**config.mk**
```make
export PLATFORM = sky130hd
export DESIGN_NAME = fe_top
export DESIGN_NICKNAME = d
export VERILOG_FILES = /design/src/verilog/fe_arch_pkg.sv /design/src/verilog/fe_ctrl_pkg.sv /design/src/verilog/fe_decode.sv /design/src/verilog/fe_ctrl.sv /design/src/verilog/fe_execute.sv /design/src/verilog/fe_result.sv /design/src/verilog/fe_top.sv
export SDC_FILE = /design/constraint.sdc
export NUM_CORES = 1
export LEC_CHECK = 0
export BUFFER_PORTS_ARGS = -buffer_cell sky130_fd_sc_hd__buf_2
export CAP_MARGIN = 10
export CORE_UTILIZATION = 40
export CTS_BUF_LIST = sky130_fd_sc_hd__clkbuf_4
export DETAILED_ROUTE_END_ITERATION = 8
export GPL_TIMING_DRIVEN = 1
export HOLD_SLACK_MARGIN = 0.05
export PLACE_DENSITY = 0.62
export SYNTH_ARGS = -nofsm -noshare
export SYNTH_HDL_FRONTEND = slang
export SYNTH_SLANG_ARGS = --single-unit
```
**constraint.sdc**
```tcl
create_clock -name clk -period 7.25 [get_ports clk]
set_clock_uncertainty 0.1 [all_clocks]
set_input_delay 0.3625 -clock clk [delete_from_list [all_inputs] [get_ports clk]]
set_output_delay 0.3625 -clock clk [all_outputs]
set_load 0.02 [all_outputs]
```
**src/verilog/fe_arch_pkg.sv**
```systemverilog
package fe_arch_pkg;

    localparam int ARCH_WIDTH = 32;
    localparam int INST_WIDTH = 32;
    localparam int REG_IDX_WIDTH = 5;

    // pc, fetch address and register operand
    typedef logic [ARCH_WIDTH-1:0] arch_width_t;
    typedef logic [INST_WIDTH-1:0] inst_t;
    typedef logic [REG_IDX_WIDTH-1:0] reg_idx_t;
    typedef logic [6:0] opcode_t;

    // first fetch address after reset
    localparam arch_width_t RESET_PC = 32'h4000_0000;

    // rv32i opcodes that can change the program flow
    localparam opcode_t OPC_BRANCH = 7'b110_0011;
    localparam opcode_t OPC_JAL = 7'b110_1111;
    localparam opcode_t OPC_JALR = 7'b110_0111;

endpackage

```
**src/verilog/fe_ctrl_pkg.sv**
```systemverilog
package fe_ctrl_pkg;

    // source of the next pc value
    typedef enum logic [1:0] {
        PC_SEL_PC,
        PC_SEL_INC4,
        PC_SEL_ALU,
        PC_SEL_RST
    } pc_sel_t;

    // branch outcome in execute
    typedef enum logic {
        B_NT,
        B_T
    } branch_t;

    // effect of a fetched word on the program flow
    typedef enum logic [1:0] {
        CLS_SEQ,
        CLS_BRANCH,
        CLS_JAL,
        CLS_JALR
    } inst_class_t;

endpackage

```
**src/verilog/fe_decode.sv**
```systemverilog
module fe_decode
    import fe_arch_pkg::*, fe_ctrl_pkg::*;
(
    input  logic clk,
    input  logic rst,
    input  logic rsp_accept,
    input  logic bubble_dec,
    input  logic hold,
    input  inst_t imem_rsp_inst,
    input  arch_width_t fetch_pc,
    output logic dec_valid,
    output logic branch_in_dec,
    output logic jump_in_dec,
    output arch_width_t pc_dec,
    output inst_t dec_inst,
    output inst_class_t dec_class,
    output arch_width_t dec_imm,
    output pc_sel_t dec_pc_sel
);

opcode_t opcode;
logic load;

// a bubble wins over a response, the back end freezes both
assign load = !hold && !bubble_dec && rsp_accept;

always_ff @(posedge clk) begin
    if (rst) begin
        dec_valid <= 1'b0;
    end else if (!hold) begin
        if (bubble_dec) begin
            dec_valid <= 1'b0;
        end else if (rsp_accept) begin
            dec_valid <= 1'b1;
        end
    end
end

always_ff @(posedge clk) begin
    if (load) begin
        dec_inst <= imem_rsp_inst;
        pc_dec <= fetch_pc;
    end
end

assign opcode = dec_inst[6:0];

always_comb begin
    case (opcode)
        OPC_BRANCH: dec_class = CLS_BRANCH;
        OPC_JAL: dec_class = CLS_JAL;
        OPC_JALR: dec_class = CLS_JALR;
        default: dec_class = CLS_SEQ;
    endcase
end

// only flow changes need an immediate, i-type covers jalr
always_comb begin
    case (dec_class)
        CLS_BRANCH: dec_imm = {{20{dec_inst[31]}}, dec_inst[7], dec_inst[30:25],
                               dec_inst[11:8], 1'b0};
        CLS_JAL: dec_imm = {{12{dec_inst[31]}}, dec_inst[19:12], dec_inst[20],
                            dec_inst[30:21], 1'b0};
        default: dec_imm = {{21{dec_inst[31]}}, dec_inst[30:20]};
    endcase
end

assign branch_in_dec = dec_valid && (dec_class == CLS_BRANCH);
assign jump_in_dec = dec_valid && ((dec_class == CLS_JAL) || (dec_class == CLS_JALR));

// flow changes keep the pc until execute resolves them
assign dec_pc_sel = (dec_class == CLS_SEQ) ? PC_SEL_INC4 : PC_SEL_PC;

endmodule

```
**src/verilog/fe_ctrl.sv**
```systemverilog
module fe_ctrl
    import fe_arch_pkg::*, fe_ctrl_pkg::*;
(
    input  logic clk,
    input  logic rst,
    input  logic imem_req_ready,
    input  logic imem_rsp_valid,
    input  logic be_stall,
    input  logic branch_in_dec,
    input  logic jump_in_dec,
    input  logic dec_valid,
    input  logic exe_valid,
    input  logic flow_in_exe,
    input  arch_width_t pc_dec,
    input  arch_width_t pc_exe,
    input  pc_sel_t dec_pc_sel,
    output logic imem_req_valid,
    output logic imem_rsp_ready,
    output logic pc_we,
    output logic bubble_dec,
    output logic exe_advance,
    output pc_sel_t pc_sel
);

typedef enum logic [2:0] {
    RST,
    STEADY,
    STALL_FLOW,
    STALL_FE_IC,
    STALL_BE
} stall_state_t;

stall_state_t state, nx_state;
logic flow_act;
logic ic_act;
logic flow_match;
logic flow_res;
logic flow_res_d;
logic save_entry;
logic clear_entry;
logic entry_valid;
arch_width_t entry_pc;
logic req_pending;
pc_sel_t redirect_sel;

assign flow_act = branch_in_dec || jump_in_dec;
// nothing fetched is waiting in decode
assign ic_act = !dec_valid;

// the stalling instruction has reached execute
assign flow_match = entry_valid && exe_valid && (pc_exe == entry_pc);
assign flow_res = flow_match && !be_stall;
assign redirect_sel = flow_in_exe ? PC_SEL_ALU : PC_SEL_INC4;

always_ff @(posedge clk) begin
    if (rst) begin
        state <= RST;
        flow_res_d <= 1'b0;
        req_pending <= 1'b0;
    end else begin
        state <= nx_state;
        flow_res_d <= flow_res;
        if (imem_req_valid && imem_req_ready) begin
            req_pending <= 1'b1;
        end else if (imem_rsp_valid && imem_rsp_ready) begin
            req_pending <= 1'b0;
        end
    end
end

always_ff @(posedge clk) begin
    if (rst) begin
        entry_valid <= 1'b0;
    end else if (save_entry) begin
        entry_valid <= 1'b1;
    end else if (clear_entry) begin
        entry_valid <= 1'b0;
    end
end

always_ff @(posedge clk) begin
    if (save_entry) begin
        entry_pc <= pc_dec;
    end
end

// back end first, then flow change, then instruction memory
always_comb begin
    nx_state = state;
    save_entry = 1'b0;
    clear_entry = 1'b0;
    case (state)
        RST: begin
            if (imem_req_ready) begin
                nx_state = STALL_FE_IC;
            end
        end
        STEADY: begin
            if (be_stall) begin
                nx_state = STALL_BE;
            end else if (flow_act) begin
                save_entry = 1'b1;
                nx_state = STALL_FLOW;
            end else begin
                nx_state = STALL_FE_IC;
            end
        end
        STALL_FLOW: begin
            if (flow_res) begin
                clear_entry = 1'b1;
                nx_state = STALL_FE_IC;
            end else if (be_stall) begin
                nx_state = STALL_BE;
            end
        end
        STALL_FE_IC: begin
            if (imem_rsp_valid && imem_rsp_ready) begin
                nx_state = STEADY;
            end
        end
        STALL_BE: begin
            if (!be_stall) begin
                if (entry_valid) begin
                    // redirect only on the first cycle of the resolution
                    if (flow_res && !flow_res_d) begin
                        clear_entry = 1'b1;
                        nx_state = STALL_FE_IC;
                    end else begin
                        nx_state = STALL_FLOW;
                    end
                end else if (flow_act) begin
                    save_entry = 1'b1;
                    nx_state = STALL_FLOW;
                end else begin
                    nx_state = STALL_FE_IC;
                end
            end
        end
        default: nx_state = RST;
    endcase
end

// execute moves every cycle unless the back end holds it
assign exe_advance = (state != RST) && !be_stall;

always_comb begin
    imem_req_valid = 1'b0;
    imem_rsp_ready = 1'b0;
    pc_we = 1'b0;
    pc_sel = PC_SEL_PC;
    bubble_dec = 1'b1;
    case (state)
        RST: begin
            pc_sel = PC_SEL_RST;
        end
        STEADY: begin
            pc_sel = dec_pc_sel;
            pc_we = !be_stall && !flow_act && !ic_act;
        end
        STALL_FLOW: begin
            if (flow_res) begin
                pc_sel = redirect_sel;
                pc_we = 1'b1;
            end
        end
        STALL_FE_IC: begin
            // single outstanding request
            imem_req_valid = !req_pending && !be_stall;
            imem_rsp_ready = !be_stall;
            bubble_dec = !imem_rsp_valid;
        end
        STALL_BE: begin
            if (!be_stall) begin
                if (entry_valid) begin
                    if (flow_res && !flow_res_d) begin
                        pc_sel = redirect_sel;
                        pc_we = 1'b1;
                    end
                end else if (!flow_act && !ic_act) begin
                    pc_sel = PC_SEL_INC4;
                    pc_we = 1'b1;
                end
            end
        end
        default: pc_sel = PC_SEL_PC;
    endcase
end

endmodule

```
**src/verilog/fe_execute.sv**
```systemverilog
module fe_execute
    import fe_arch_pkg::*, fe_ctrl_pkg::*;
(
    input  logic clk,
    input  logic rst,
    input  logic exe_advance,
    input  logic dec_valid,
    input  arch_width_t pc_dec,
    input  arch_width_t dec_imm,
    input  arch_width_t rs1_data,
    input  arch_width_t rs2_data,
    input  inst_t dec_inst,
    input  inst_class_t dec_class,
    output logic exe_valid,
    output logic flow_in_exe,
    output arch_width_t pc_exe,
    output arch_width_t exe_target,
    output reg_idx_t rs1_idx,
    output reg_idx_t rs2_idx
);

inst_t exe_inst;
inst_class_t exe_class;
arch_width_t exe_imm;
branch_t br_res;
logic [2:0] funct3;

// an empty decode leaves a bubble behind
always_ff @(posedge clk) begin
    if (rst) begin
        exe_valid <= 1'b0;
    end else if (exe_advance) begin
        exe_valid <= dec_valid;
    end
end

always_ff @(posedge clk) begin
    if (exe_advance) begin
        pc_exe <= pc_dec;
        exe_inst <= dec_inst;
        exe_class <= dec_class;
        exe_imm <= dec_imm;
    end
end

assign rs1_idx = exe_inst[19:15];
assign rs2_idx = exe_inst[24:20];
assign funct3 = exe_inst[14:12];

always_comb begin
    case (funct3)
        3'b000: br_res = (rs1_data == rs2_data) ? B_T : B_NT;
        3'b001: br_res = (rs1_data != rs2_data) ? B_T : B_NT;
        3'b100: br_res = ($signed(rs1_data) < $signed(rs2_data)) ? B_T : B_NT;
        3'b101: br_res = ($signed(rs1_data) >= $signed(rs2_data)) ? B_T : B_NT;
        3'b110: br_res = (rs1_data < rs2_data) ? B_T : B_NT;
        3'b111: br_res = (rs1_data >= rs2_data) ? B_T : B_NT;
        default: br_res = B_NT;
    endcase
end

assign flow_in_exe = exe_valid &&
    (((exe_class == CLS_BRANCH) && (br_res == B_T)) ||
     (exe_class == CLS_JAL) || (exe_class == CLS_JALR));

// jalr is register relative with bit 0 dropped
always_comb begin
    if (exe_class == CLS_JALR) begin
        exe_target = rs1_data + exe_imm;
        exe_target[0] = 1'b0;
    end else begin
        exe_target = pc_exe + exe_imm;
    end
end

endmodule

```
**src/verilog/fe_result.sv**
```systemverilog
module fe_result
    import fe_arch_pkg::*, fe_ctrl_pkg::*;
#(
    parameter arch_width_t reset_pc = RESET_PC
) (
    input  logic clk,
    input  logic rst,
    input  logic pc_we,
    input  logic exe_valid,
    input  logic exe_advance,
    input  logic flow_in_exe,
    input  pc_sel_t pc_sel,
    input  arch_width_t exe_target,
    input  arch_width_t pc_exe,
    output arch_width_t imem_addr,
    output arch_width_t fetch_pc,
    output logic commit_valid,
    output arch_width_t commit_pc,
    output arch_width_t commit_next_pc
);

arch_width_t pc;
arch_width_t pc_next;
logic retire;

always_comb begin
    case (pc_sel)
        PC_SEL_PC: pc_next = pc;
        PC_SEL_INC4: pc_next = pc + arch_width_t'(4);
        PC_SEL_ALU: pc_next = exe_target;
        PC_SEL_RST: pc_next = reset_pc;
        default: pc_next = pc;
    endcase
end

always_ff @(posedge clk) begin
    if (rst) begin
        pc <= reset_pc;
    end else if (pc_we) begin
        pc <= pc_next;
    end
end

// pc only moves once the word is back, so it tags the outstanding request
assign imem_addr = pc;
assign fetch_pc = pc;

// instruction retires as it leaves execute
assign retire = exe_valid && exe_advance;

always_ff @(posedge clk) begin
    if (rst) begin
        commit_valid <= 1'b0;
    end else begin
        commit_valid <= retire;
    end
end

always_ff @(posedge clk) begin
    if (retire) begin
        commit_pc <= pc_exe;
        commit_next_pc <= flow_in_exe ? exe_target : pc_exe + arch_width_t'(4);
    end
end

endmodule

```
**src/verilog/fe_top.sv**
```systemverilog
module fe_top
    import fe_arch_pkg::*, fe_ctrl_pkg::*;
#(
    parameter arch_width_t reset_pc = RESET_PC
) (
    input  logic clk,
    input  logic rst,
    input  logic imem_req_ready,
    input  logic imem_rsp_valid,
    input  logic be_stall,
    input  inst_t imem_rsp_inst,
    input  arch_width_t rs1_data,
    input  arch_width_t rs2_data,
    output logic imem_req_valid,
    output logic imem_rsp_ready,
    output logic commit_valid,
    output arch_width_t imem_addr,
    output arch_width_t commit_pc,
    output arch_width_t commit_next_pc,
    output reg_idx_t rs1_idx,
    output reg_idx_t rs2_idx
);

logic rsp_accept;
logic pc_we;
logic bubble_dec;
logic exe_advance;
pc_sel_t pc_sel;
logic dec_valid;
logic branch_in_dec;
logic jump_in_dec;
arch_width_t pc_dec;
arch_width_t dec_imm;
arch_width_t fetch_pc;
inst_t dec_inst;
inst_class_t dec_class;
pc_sel_t dec_pc_sel;
logic exe_valid;
logic flow_in_exe;
arch_width_t pc_exe;
arch_width_t exe_target;

assign rsp_accept = imem_rsp_valid && imem_rsp_ready;

fe_ctrl fe_ctrl_i (
    .clk(clk),
    .rst(rst),
    .imem_req_ready(imem_req_ready),
    .imem_rsp_valid(imem_rsp_valid),
    .be_stall(be_stall),
    .branch_in_dec(branch_in_dec),
    .jump_in_dec(jump_in_dec),
    .dec_valid(dec_valid),
    .exe_valid(exe_valid),
    .flow_in_exe(flow_in_exe),
    .pc_dec(pc_dec),
    .pc_exe(pc_exe),
    .dec_pc_sel(dec_pc_sel),
    .imem_req_valid(imem_req_valid),
    .imem_rsp_ready(imem_rsp_ready),
    .pc_we(pc_we),
    .bubble_dec(bubble_dec),
    .exe_advance(exe_advance),
    .pc_sel(pc_sel)
);

// decode freezes while the back end is stalled
fe_decode fe_decode_i (
    .clk(clk),
    .rst(rst),
    .rsp_accept(rsp_accept),
    .bubble_dec(bubble_dec),
    .hold(be_stall),
    .imem_rsp_inst(imem_rsp_inst),
    .fetch_pc(fetch_pc),
    .dec_valid(dec_valid),
    .branch_in_dec(branch_in_dec),
    .jump_in_dec(jump_in_dec),
    .pc_dec(pc_dec),
    .dec_inst(dec_inst),
    .dec_class(dec_class),
    .dec_imm(dec_imm),
    .dec_pc_sel(dec_pc_sel)
);

fe_execute fe_execute_i (
    .clk(clk),
    .rst(rst),
    .exe_advance(exe_advance),
    .dec_valid(dec_valid),
    .pc_dec(pc_dec),
    .dec_imm(dec_imm),
    .rs1_data(rs1_data),
    .rs2_data(rs2_data),
    .dec_inst(dec_inst),
    .dec_class(dec_class),
    .exe_valid(exe_valid),
    .flow_in_exe(flow_in_exe),
    .pc_exe(pc_exe),
    .exe_target(exe_target),
    .rs1_idx(rs1_idx),
    .rs2_idx(rs2_idx)
);

fe_result #(
    .reset_pc(reset_pc)
) fe_result_i (
    .clk(clk),
    .rst(rst),
    .pc_we(pc_we),
    .exe_valid(exe_valid),
    .exe_advance(exe_advance),
    .flow_in_exe(flow_in_exe),
    .pc_sel(pc_sel),
    .exe_target(exe_target),
    .pc_exe(pc_exe),
    .imem_addr(imem_addr),
    .fetch_pc(fetch_pc),
    .commit_valid(commit_valid),
    .commit_pc(commit_pc),
    .commit_next_pc(commit_next_pc)
);

endmodule

```
==> run summary, run 1 <==
The post-synthesis share of cell area spent on full adders, half adders and majority gates works out to 8.24%. Yosys attributes the largest share of cell area to edfxtp_1 45%, ha_1 8.0%, dfxtp_1 5.3%, a21oi_1 4.6%, xnor2_1 4.0%. The number of antenna violations at the first check in global routing is 2, and the area share of the leading cell type in the synthesized netlist is 44.6%.

The largest vdd supply drop is 0.146 mV. The timing-limited maximum frequency was 224 MHz; the maximum number of buffers from clock root to sink was 3. Input and output buffers added on the ports amount to 209. At the later pin of the worst-skew pair, clock insertion delay measures 0.78 ns. The worst path in the final design needs a cycle of 4.46 ns, including I/O delays and setup. The analysis attributes to cell leakage a power of 0.00723 uW. The count of state elements after synthesis is 269. Leaving out fill and tap cells, the most frequent cell in the layout is edfxtp_1. For the count of nets after finishing, the log shows 1962.

Of all nets on the critical path, the largest fanout is 38. The first detailed-routing pass took 5 iterations. The startpoint class of the critical path is a register. The area growth from synthesis to layout is 19.0%, and the horizontal die dimension is 198 um. The first global-routing pass estimated 69.9 mm of wire. The die is 198 um tall. Excluding fillers, the count of instances in the completed layout stands at 2331. At the end of routability-driven placement, the weighted congestion stood at 0.879. The source of the critical timing path was fe_execute_i.pc_exe[4]. For this block, the routed nets add up to 46.0 mm of wire. The kind of cell with the highest combined delay along the critical path is simple AND/OR/NAND/NOR gates.

For this block, the initial DRC count from the detailed router was 1010. After Yosys synthesis, and, or, nand and nor cells account for 14.8% of the synthesized area. Average cell area after synthesis: 10.4 um^2. Walking the worst path, the cells encountered are xor2_1 > or4_1 > or4b_1 > or3b_4 > nor4_4 > a21o_1 > o21ai_0 > o31a_1. In this run the standard cell core region covers 37800 um^2. The multi-input logic area is 7250 um^2, and the post-synthesis cell area is 15400 um^2. TritonCTS created 73 clock buffers. After layout, the design draws a total of 5430 uW. The endpoint identified for the worst register-to-register timing path is fe_result_i.fetch_pc[27].

STA classifies the critical path endpoint as a register. The type of the worst setup path is register to register. Setup repair after global routing left no endpoint under its margin. The synthesized-area fraction occupied by ao, oa, aoi and oai cells works out to 16.5%. The run finished with clean final reports. Sum of overflow across all layers after global routing: 0. The utilization of the core after routing is 48.4%. The final-layout fill cell count is 3508. The overall global routing resource usage is 23.8%, and the clock slew at the register clock pins of the worst setup and hold paths is 0.07 ns. The post-CTS resize count was 0. In the layout the commonest cells are 228 x edfxtp_1, 209 x buf_2, 141 x a21oi_1. Counting flops with an async set or reset pin after synthesis yields a share of 0%.

Row generation in the floorplan step produced 71 rows. The post-synthesis net count came out at 1679. The initial standard-cell utilization of the core came out at 40.7%. The reg-to-reg setup timing slack was 2.79 ns; the detail-routed via count per cell was 5.54. The combinational cell fraction of total power is 36.7%. The cell with the largest stage delay on the worst path is a21o_1. The number of max-cap violations was 0; the fraction of the cycle the final worst path needs was 61.6%. The reg-to-reg startpoint is fe_execute_i.pc_exe[4]. Across the whole layout, storage elements account for 7670 um^2.

The number of different library cells used by synthesis comes to 73. The total negative setup slack is 0 ns, and the number of synthesized flops with an enable pin is 228. The maximum level of the CTS H-tree is 3, and the proportion of synthesized chip area in sequential cells is 49.9%. The tools report the capturing element of the worst setup path as fe_result_i.fetch_pc[27]. Summed over all nets, the switching power comes to 2080 uW. The logs give 37.5% for the fraction of power consumed by sequential logic and 0 for the DRC violation count after routing. Counting both buffers and inverters, the worst setup path holds a total of 0.

The peak per-stage delay on the critical path is 1.00 ns, and the total number of yosys warnings is 0. The logs give 269 for the total clock sinks and 7.75 ns for the required time of the critical path. Multiplexer cells account for 1.09% of the synthesized area. The worst pin sits at a relative slew slack of 20.9%.

For the pin with the worst max-slew slack, the measured transition is 1.19 ns. In this run the count of I/O pins placed on the die edge is 210. The portion of total power attributed to the clock network was 25.8%. In the synthesized netlist, the number of instances is 1478. The number of cells on the worst reg-to-reg path is 8. Of the total power, the share spent switching nets is 38.4%. In this run, placement finished with an instance count of 2159. Critical path depth: 8. Detailed placement ended at an HPWL of 34.3 mm.

The largest net degree at the start of global routing is 70, and the total vias in the final route is 12900. Data arrives at the worst endpoint at 4.96 ns. Internal power comes to 3340 uW. The number of hold buffers added after CTS was 38. Power spread over the standard cell area amounts to 297 nW/um^2. The biggest area contributor in the post-synthesis netlist is edfxtp_1.

The detail route stage leaves a number of antenna-violating nets equal to 0. TritonCTS built the clock tree. The post-synthesis xor/xnor area fraction came out at 6.33%. The number of endpoints with negative hold slack in the final report is 0. The combinational family with the most area after synthesis is compound AO/OA/AOI/OAI gates. The number of global-route vias before repair is 12300. The count of endpoints failing setup in the final report is 0. The area of the die is 39200 um^2. The number of buffers inserted to repair setup after CTS is 0, and the layout cell share with drive strength beyond 1 is 20.4%. The wire length per cell was 19.7 um. Among all flip-flop cells after synthesis, the most frequent one is edfxtp_1. The tools report the clock root buffer master as clkbuf_4. The worst hold margin is 0.217 ns.

The type of the most critical hold path is input pin to register. The tools report the number of pins with negative max-slew slack in the final report as 0.
[per-layer routing]
layer  global-route usage, %  part of all wire [%]  vias up
li1                        -                     -     6162
met1                    30.7                    43     6153
met2                    39.0                    47      499
met3                    4.24                   6.6      104
met4                    10.5                   3.6        0
met5                       0                     0        -
[layout make-up]
class	instances	area share, %
Multi-Input combinational cell	1095	39.6
Antenna cell	2	0.0274
Clock buffer	108	4.43
Tap cell	511	3.50
Timing Repair Buffer	261	8.37
Clock inverter	24	0.848
Sequential cell	269	41.9
Inverter	61	1.25
[power by group through the flow]
stage | registers (uW) | clock network, uW | logic [uW]
finish | 2030 | 1400 | 1990
global route | 2050 | 1510 | 2200
CTS | 2030 | 1440 | 1980
detailed placement | 2060 | 0 | 1950
global placement | 2060 | 0 | 1930
floorplan | 1990 | 0 | 1410
[cells by family after synthesis]
family          after synthesis
mux                          16
xor+xnor                    111
buf+inv                     114
simple gates                460
fa+ha+maj                   100
compound gates              408
flops                       269
[flip-flops by register name, summed over array words and instances, names as in the netlist]
signal                      flops
fe_execute_i.exe_imm           21
fe_ctrl_i.entry_pc             32
fe_ctrl_i.entry_valid           1
fe_result_i.fetch_pc           32
fe_ctrl_i.req_pending           1
fe_result_i.commit_pc          32
fe_decode_i.pc_dec             32
fe_execute_i.exe_valid          1
fe_execute_i.exe_inst          13
fe_result_i.commit_next_pc     32
fe_decode_i.dec_valid           1
fe_result_i.commit_valid        1
fe_decode_i.dec_inst           32
fe_ctrl_i.flow_res_d            1
fe_execute_i.pc_exe            32
fe_ctrl_i.state                 3
fe_execute_i.exe_class          2
[worst min path at each step]
| stage | start | end | slack [ns] | depth (start not counted) |
|---|---|---|---|---|
| after CTS | imem_rsp_inst[19] | fe_decode_i.dec_inst[19] | 0.14 | 2 |
| after detailed placement | fe_decode_i.dec_inst[30] | fe_execute_i.exe_imm[10] | 0.30 | 0 |
| after global routing | imem_rsp_inst[19] | fe_decode_i.dec_inst[19] | 0.20 | 2 |
| after global placement | fe_decode_i.dec_inst[25] | fe_execute_i.exe_imm[5] | 0.30 | 0 |
| final | imem_rsp_inst[19] | fe_decode_i.dec_inst[19] | 0.22 | 2 |
| after floorplan | fe_decode_i.dec_inst[30] | fe_execute_i.exe_imm[10] | 0.30 | 0 |
[cells in the mapped netlist (7+ instances only)]
cell type,count
inv_1,61
xor2_1,41
edfxtp_1,228
nor4_1,13
clkbuf_1,40
or3_1,10
buf_4,10
o21bai_1,9
nand3_1,44
ha_1,98
nor2_1,115
a21o_1,29
nand4_1,23
o31ai_1,7
nor3_1,24
dfxtp_1,41
nand2b_1,13
o21ai_0,90
mux2i_1,10
and2_1,15
o21a_1,12
o32ai_1,7
o211ai_1,14
and4_1,7
a31oi_1,18
a21oi_1,141
a22oi_1,10
o22ai_1,7
a211oi_1,13
nor2b_1,10
and3_1,28
nand2_1,125
xnor2_1,70
[through the flow]
step / area, um^2 / setup slack (ns)
global placement: 16900 / 2.37
finish: 18300 / 2.79
detailed placement: 16900 / 2.24
CTS: 18300 / 2.86
global route: 18300 / 2.49
floorplan: 15400 / 1.22
Note: power is estimated with default switching activity, not from simulation.
==> run 2, diff against run 1 <==
--- a/config.mk
+++ b/config.mk
@@ -12,7 +12,7 @@
 export DETAILED_ROUTE_END_ITERATION = 8
 export GPL_TIMING_DRIVEN = 1
 export HOLD_SLACK_MARGIN = 0.05
-export PLACE_DENSITY = 0.62
+export PLACE_DENSITY = 0.64
 export SYNTH_ARGS = -nofsm -noshare
 export SYNTH_HDL_FRONTEND = slang
 export SYNTH_SLANG_ARGS = --single-unit
==> constraint.sdc (replaced) <==
create_clock -name clk -period 4 [get_ports clk]
set_clock_uncertainty 0.1 [all_clocks]
set_input_delay 0.2 -clock clk [delete_from_list [all_inputs] [get_ports clk]]
set_output_delay 0.2 -clock clk [all_outputs]
set_load 0.02 [all_outputs]
==> run 2 against run 1 <==
Against the previous run:
- wire length rose by 4.4%
- via count up 2.2%
- clock power rose by 89%
- hold slack got worse by 0.038 ns
- non-clock buffer count grew 80
- core utilization is 2.1 points higher
- critical path type unchanged
- critical endpoint unchanged
- largest cell class unchanged
==> run summary, run 2 (same netlist as run 1, synthesis figures left out) <==
The leading cell type in the layout, fill and taps excluded is edfxtp_1. Cells fill 50.5% of the core in the end. Setup violations remaining at the end of the flow were counted as 0. For this run, the post-layout net count is 2042. Peak per-stage delay on the critical path: 0.45 ns.

The final-layout fill cell count is 3501. The longest clock path from root to sink contains 3 buffers. The root buffer cell chosen for the clock tree is clkbuf_4.

The number of pins with negative max-slew slack in the final report came out at 0. In this run switching power makes up 38.2% of total power. After routing the design area is 19100 um^2. In the final layout, the share of cells above drive strength 1 is 22.2%. The minimum clock period came out at 3.92 ns.

The gate family responsible for the most delay along the worst path was compound AO/OA/AOI/OAI gates. The transition at the pin with the smallest max-transition slack is 1.08 ns. The timing-limited maximum frequency is 255 MHz.

In the routed layout, each cell is associated on average with a via count of 5.47. The number of buffers and inverters on the critical path is 2. Max-cap violations in this run came to 0. The fraction of the cycle the final worst path needs was 98.1%; the initial standard-cell utilization of the core was 40.7%. Setup repair after global routing could not meet its margin everywhere. From left edge to right edge, the die measures 198 um. For this design the ratio of total power to cell area is 540 nW/um^2. The H-tree generated during clock tree synthesis spans 3 levels. The type of the worst setup path is register to register. Walking the worst path, the cells encountered are ha_1 > o21ai_0 > nor3_1 > nor4_1 > buf_4 > o21ai_0 > buf_4 > nand4_1 > a21oi_1 > mux2_2 > o22ai_1 > nor2_1 > o31a_1. For the clock insertion delay at the later pin of the skew report, the log shows 0.77 ns. The fraction of power consumed by sequential logic was 35.0%; the total vias in the final route was 13200. Number of buffers created by CTS: 73. The area of the die was 39200 um^2; the floorplan row count was 71.

The flow ran to the end, and the final reports show no timing, DRC or antenna violations. Of all nets on the critical path, the largest fanout is 5. The internal portion of the total power is 6360 uW.

Pin placement for this block handled 210 I/O pins. The first TritonRoute pass finished after 5 iterations. In the layout the commonest cells are 228 x edfxtp_1, 209 x buf_2, 141 x a21oi_1.

Dividing the detail-routed wire length by the instance count gives 19.9 um. The number of endpoints with negative hold slack in the final report was 0; the clock slew at the register clock pins of the worst setup and hold paths was 0.06 ns. In this run the static leakage power is 0.00763 uW. The run gives 0 as the remaining number of nets flagged by the antenna check after routing. The tools report the number of antenna violations at the first check in global routing as 1. The tools report the largest vdd supply drop as 0.256 mV. The area growth from synthesis to layout was 24.1%; the worst path arrival time was 4.42 ns.

Entering global routing, the biggest net connects 71 pins. The path class of the tightest hold or removal check is input pin to register. In this run the tool buffered the top-level ports with 209 buffer cells.

The run gives 10300 uW as the power after layout. HPWL after detailed placement: 35.8 mm. The sum of overflow across all layers after global routing was 0; the total routed wirelength was 48.0 mm. Once the clock tree was built, the setup fixing pass inserted 0 buffers. In this run, the combinational gates consume 39.2% of the power. The startpoint class of the critical path is a register. The sequential cells in the finished layout cover a total of 7670 um^2. The DRC violation count after routing came out at 0. The worst pin sits at a relative slew slack of 28.0%. The detailed router finished its first iteration with 1107 violations.

The worst hold margin was 0.179 ns. The overall global routing resource usage is 24.9%. The tree built by TritonCTS fans out to 269 sinks.

TritonCTS built the clock tree. Number of global-route vias before repair: 12800. The cell with the largest stage delay on the worst path is edfxtp_1.

The worst setup path is captured at a register. The first global-routing pass estimated 73.2 mm of wire. The required time of the critical path is 4.50 ns.

The switching power summed over all nets was 3930 uW. The congestion estimate from routability-driven global placement came to 0.952. The region available for standard cell placement spans 37800 um^2. The standard cell area after detailed placement was 17300 um^2; the y dimension of the die was 198 um. For the portion of total power attributed to the clock network, the log shows 25.8%. Multi-input logic area: 7270 um^2.
## run 2: worst paths after layout
| check | from | slack, ns | endpoint | depth (start not counted) |
|---|---|---|---|---|
| max | fe_execute_i.pc_exe[2] | 0.08 | fe_result_i.fetch_pc[27] | 13 |
| min reg2reg | fe_decode_i.pc_dec[29] | 0.30 | fe_execute_i.pc_exe[29] | 0 |
| min | rs1_data[0] | 0.18 | fe_result_i.fetch_pc[3] | 7 |
| max reg2reg | fe_execute_i.pc_exe[2] | 0.08 | fe_result_i.fetch_pc[27] | 13 |
## run 2: tightest hold or removal path, delay by kind of cell
kind / cells / cell delay, ns
AND/OR/NAND/NOR: 3 / 0.30
AO/OA/AOI/OAI: 2 / 0.22
XOR/XNOR: 1 / 0.13
buffers and inverters: 1 / 0.11
## run 2: layer usage
metal,wire (um),vias to the layer above,global-route usage [%],part of all wire (%)
met5,0,-,0,0
met4,1540,0,10.2,3.2
met3,3190,86,4.09,6.6
met2,23100,528,41.5,48
met1,20200,6262,32.0,42
li1,-,6323,-,-
## run 2: per-stage QoR
stage                     worst slack [ns]  cells  setup TNS, ns
final                               0.0776   2411              0
after global routing               -0.0639   2411        -0.0998
after CTS                          0.00713   2410              0
after detailed placement           -0.0326   2205        -0.0837
after global placement              0.0181   2205              0
after floorplan                      0.535   1478              0
## run 2: power groups by stage
| stage | sequential, uW | clock [uW] | combinational [uW] |
|---|---|---|---|
| 2_1_floorplan | 3580 | 0 | 2570 |
| 3_3_place_gp | 3670 | 0 | 3870 |
| 3_5_place_dp | 3670 | 0 | 3890 |
| 4_1_cts | 3610 | 2720 | 3990 |
| 5_1_grt | 3630 | 2860 | 4400 |
| 6_report | 3610 | 2650 | 4030 |
## run 2: final cells by class
class                   instances  area share [%]
clock buffers                 109            4.29
well taps                     511            3.35
flip-flops and latches        269            40.2
inverters                      61            1.20
repair buffers                341            11.8
clock inverters                24           0.965
diodes                          1          0.0131
multi-input cells            1095            38.1
## run 2: what timing repair did
item	in CTS	in global routing
hold endpoints to repair	63	0
endpoints found under the setup margin	1	7
hold buffers	72	0
gates resized for setup	1	4
==> run 3, diff against run 2 <==
--- a/config.mk
+++ b/config.mk
@@ -5,14 +5,15 @@
 export SDC_FILE = /design/constraint.sdc
 export NUM_CORES = 1
 export LEC_CHECK = 0
+export ABC_AREA = 1
 export BUFFER_PORTS_ARGS = -buffer_cell sky130_fd_sc_hd__buf_2
 export CAP_MARGIN = 10
-export CORE_UTILIZATION = 40
+export CORE_UTILIZATION = 50
 export CTS_BUF_LIST = sky130_fd_sc_hd__clkbuf_4
 export DETAILED_ROUTE_END_ITERATION = 8
 export GPL_TIMING_DRIVEN = 1
 export HOLD_SLACK_MARGIN = 0.05
-export PLACE_DENSITY = 0.64
+export PLACE_DENSITY = 0.76
 export SYNTH_ARGS = -nofsm -noshare
 export SYNTH_HDL_FRONTEND = slang
 export SYNTH_SLANG_ARGS = --single-unit
==> run 3 against run 2 <==
Against the previous run:
- synthesized cell count grew 24%
- area after synthesis grew 3.9%
- final cell count grew 8.6%
- count of clock-buffer cells in the layout shrank 11
- die area shrank 17%
- clock power shrank 7%
- core utilization grew 9.8 points
- sequential power grew 1%
- register-to-register slack gained 0.22 ns
- first-iteration DRC count grew 38%
==> run summary, run 3 <==
The run finished with clean final reports. The type of the most critical hold path was input pin to register. Input and output buffers added on the ports amount to 209. Startpoint class of the critical path: a register. Unique cell type count in the Yosys netlist: 56. The floorplan step defined a core boundary enclosing 31500 um^2. The cell area that synthesis handed to floorplanning was 16000 um^2.

The peak per-stage delay on the critical path is 0.67 ns, and the fraction of synthesis flops using an asynchronous set or reset pin is 0%. The cell sitting at the root of the clock tree is a clkbuf_4. Summed over all layers, the routed wires come to 49.8 mm. The number of synthesized flops with an enable pin is 228, and the area growth from synthesis to layout is 19.0%. The transition at the pin with the smallest max-transition slack is 1.11 ns.

The run gives 0 as the remaining number of nets flagged by the antenna check after routing. Yosys instantiated no cell more often than nand2_1. After detailed routing, the number of vias per cell comes to 5.49.

The number of global-route vias before repair was 13700; the clock insertion delay at the later pin of the skew report was 0.73 ns. Number of iterations in the first detailed-routing pass: 5. The run gives 2036 as the post-synthesis net count. After synthesis, the cell types taking the most area are edfxtp_1 43%, nand2_1 10%, ha_1 7.7%, dfxtp_1 5.1%, inv_1 4.7%. The number of endpoints with negative hold slack in the final report is 0, and the final weighted congestion of routability-driven global placement is 0.946.

Across every metal layer, demand over resource in global routing totals 30.6%. In the layout the commonest cells are 423 x nand2_1, 228 x edfxtp_1, 209 x buf_2. Setup slack closes at 0.295 ns. For the largest net degree at the start of global routing, the log shows 69.

Summed over all failing endpoints, the final setup total negative slack is 0 ns. The leading cell type in the layout, fill and taps excluded was nand2_1. Of the cells placed in the final design, the portion with a size suffix greater than 1 is 19.0%. For the number of buffers created by CTS, the log shows 72. Buffers inserted to repair hold after CTS numbered 40. Derived from the worst setup path, the maximum achievable clock frequency is 270 MHz.

In the final routed layout, each cell accounts on average for 19.0 um. Measured in cells, the most critical reg-to-reg path has a length of 14. Averaged over all synthesized cells, the footprint is 8.70 um^2. The number of top-level design ports is 210. VDD sags by at most 0.403 mV.

In this run the deepest clock path goes through 3 buffers. DRC violation count after routing: 0. The final route contains 14400 vias. TritonCTS built the clock tree. The count of nets after finishing was 2363; the initial standard-cell utilization of the core was 50.7%. The share of synthesized area in the top cell type comes to 42.9%.

For the number of antenna violations at the first check in global routing, the log shows 3. After layout, the worst path uses 92.6% of the clock period. The floorplan step defined a die boundary enclosing 32600 um^2. Power spread over the standard cell area amounts to 521 nW/um^2. At the worst endpoint, the arrival time is 4.21 ns. The Yosys step of the flow raised 0 warnings.

In this run, the number of DRC markers left after iteration 0 of detailed routing was 1528. For this run, the register share of the synthesized area comes to 48.1%. Setup repair after global routing left no endpoint under its margin. Tracing the worst setup path back leads to its startpoint at fe_execute_i.exe_imm[2]. Total clock sinks: 269. The type of the worst setup path is register to register. The most used flip-flop cell after synthesis is edfxtp_1. The number of buffers inserted to repair setup after CTS is 0. The cell family contributing the most delay on the critical path is compound AO/OA/AOI/OAI gates. STA classifies the critical path endpoint as a register.

The critical path ends at fe_result_i.fetch_pc[24]. The combined buffer and inverter count along the critical path came out at 0. The routed design could run at a clock period as short as 3.71 ns.

For the worst setup path, the data required time is 4.50 ns. For the HPWL after detailed placement, the log shows 38.3 mm. In the synthesized netlist, the cells that appear most often are 423 x nand2_1, 228 x edfxtp_1, 200 x inv_1. The global-route wire length before repair was 76.5 mm; the leakage power summed over all cells was 0.00847 uW. The tool flagged a number of max-cap violations equal to 0. Row generation in the floorplan step produced 65 rows. The horizontal die dimension was 181 um. After synthesis the netlist holds a flip-flop and latch count of 269. The critical path depth came out at 14. The clock slew at the register clock pins of the worst setup and hold paths works out to 0.07 ns. The signal on the critical path passes through ha_1 > nand2_1 > nand2_1 > o21ai_0 > o21a_1 > o21ai_0 > nand4_1 > nand3_1 > a21oi_1 > a21oi_1 > nand2_1 > nand2_1 > nor2_1 > nor2_1. The worst register-to-register path ends at fe_result_i.fetch_pc[24].

The tools report the reg-to-reg startpoint as fe_execute_i.exe_imm[2]. Prior to clock tree synthesis, the placed netlist has a worst setup slack of 0.424 ns. In the synthesized netlist, the number of instances is 1835. The slowest stage of the critical path belongs to the cell o21ai_0. The tools report the maximum level of the CTS H-tree as 3. Setup slack on the worst reg-to-reg path comes out at 0.29 ns. The most prevalent standard cell on the critical path is nand2_1. The count of endpoints failing setup in the final report was 0.

After clock tree synthesis, the repair step resized 0 gates. The number of pins with negative max-slew slack in the final report came out at 0. edfxtp_1 takes more of the synthesized area than any other cell. The y dimension of the die is 181 um. Measured against its own limit, the worst slew margin works out to 25.7%. For the sum of overflow across all layers after global routing, the log shows 0.

The maximum net fanout on the critical path works out to 5.
## run 3: routing by layer
metal  GRT usage [%]  routed length, um  vias up
li1                -                  -     6992
met1            42.3              21300     6610
met2            48.4              22500      682
met3            4.95               4340       99
met4            11.2               1630        0
met5               0                  0        -
## run 3: per-stage QoR
step                hold slack, ns  instance area, um^2  cells  power [uW]  util [%]
finish                      0.0906                19000   2618        9900      60.3
global route                0.0604                19000   2617       10400      60.3
CTS                         0.0592                19000   2613        9860      60.3
detailed placement           0.278                17700   2449        7350      56.1
global placement             0.278                17700   2449        7310      56.1
floorplan                    0.199                16000   1835        5980         -
## run 3: how the worst min path moves through the flow
stage | startpoint | end | slack (ns) | cells past startpoint
6_report | imem_rsp_inst[19] | fe_decode_i.dec_inst[19] | 0.09 | 2
5_1_grt | imem_rsp_inst[16] | fe_decode_i.dec_inst[16] | 0.06 | 2
4_1_cts | imem_rsp_inst[1] | fe_decode_i.dec_inst[1] | 0.06 | 2
3_5_place_dp | imem_rsp_inst[1] | fe_decode_i.dec_inst[1] | 0.28 | 1
3_3_place_gp | imem_rsp_inst[1] | fe_decode_i.dec_inst[1] | 0.28 | 1
2_1_floorplan | imem_rsp_inst[0] | fe_decode_i.dec_inst[0] | 0.20 | 0
## run 3: cell families (layout without fill, tap and decap cells)
| family | count (synthesis) | count (layout) | synth area share, % |
|---|---|---|---|
| flops | 269 | 269 | 48.1 |
| simple gates | 813 | 813 | 22.2 |
| compound gates | 330 | 330 | 11.4 |
| mux | 2 | 2 | 0.125 |
| buf+inv | 249 | 626 | 6.36 |
| fa+ha+maj | 100 | 100 | 7.94 |
| xor+xnor | 72 | 72 | 3.95 |
| other cells | 0 | 4 | 0 |
## run 3: layout make-up
class	instances	area, um^2
Fill cell	2781	12500
Sequential cell	269	7670
Multi-Input combinational cell	1317	7290
Timing Repair Buffer	291	1810
Inverter	211	792
Clock buffer	98	736
Tap cell	402	503
Clock inverter	26	173
Antenna cell	4	10.0
## run 3: power by group
group,total [uW],switching (uW),leakage [uW],internal (uW)
logic,3760,2560,0.00552,1200
clock network,2470,1200,0.000528,1270
registers,3660,259,0.00242,3400
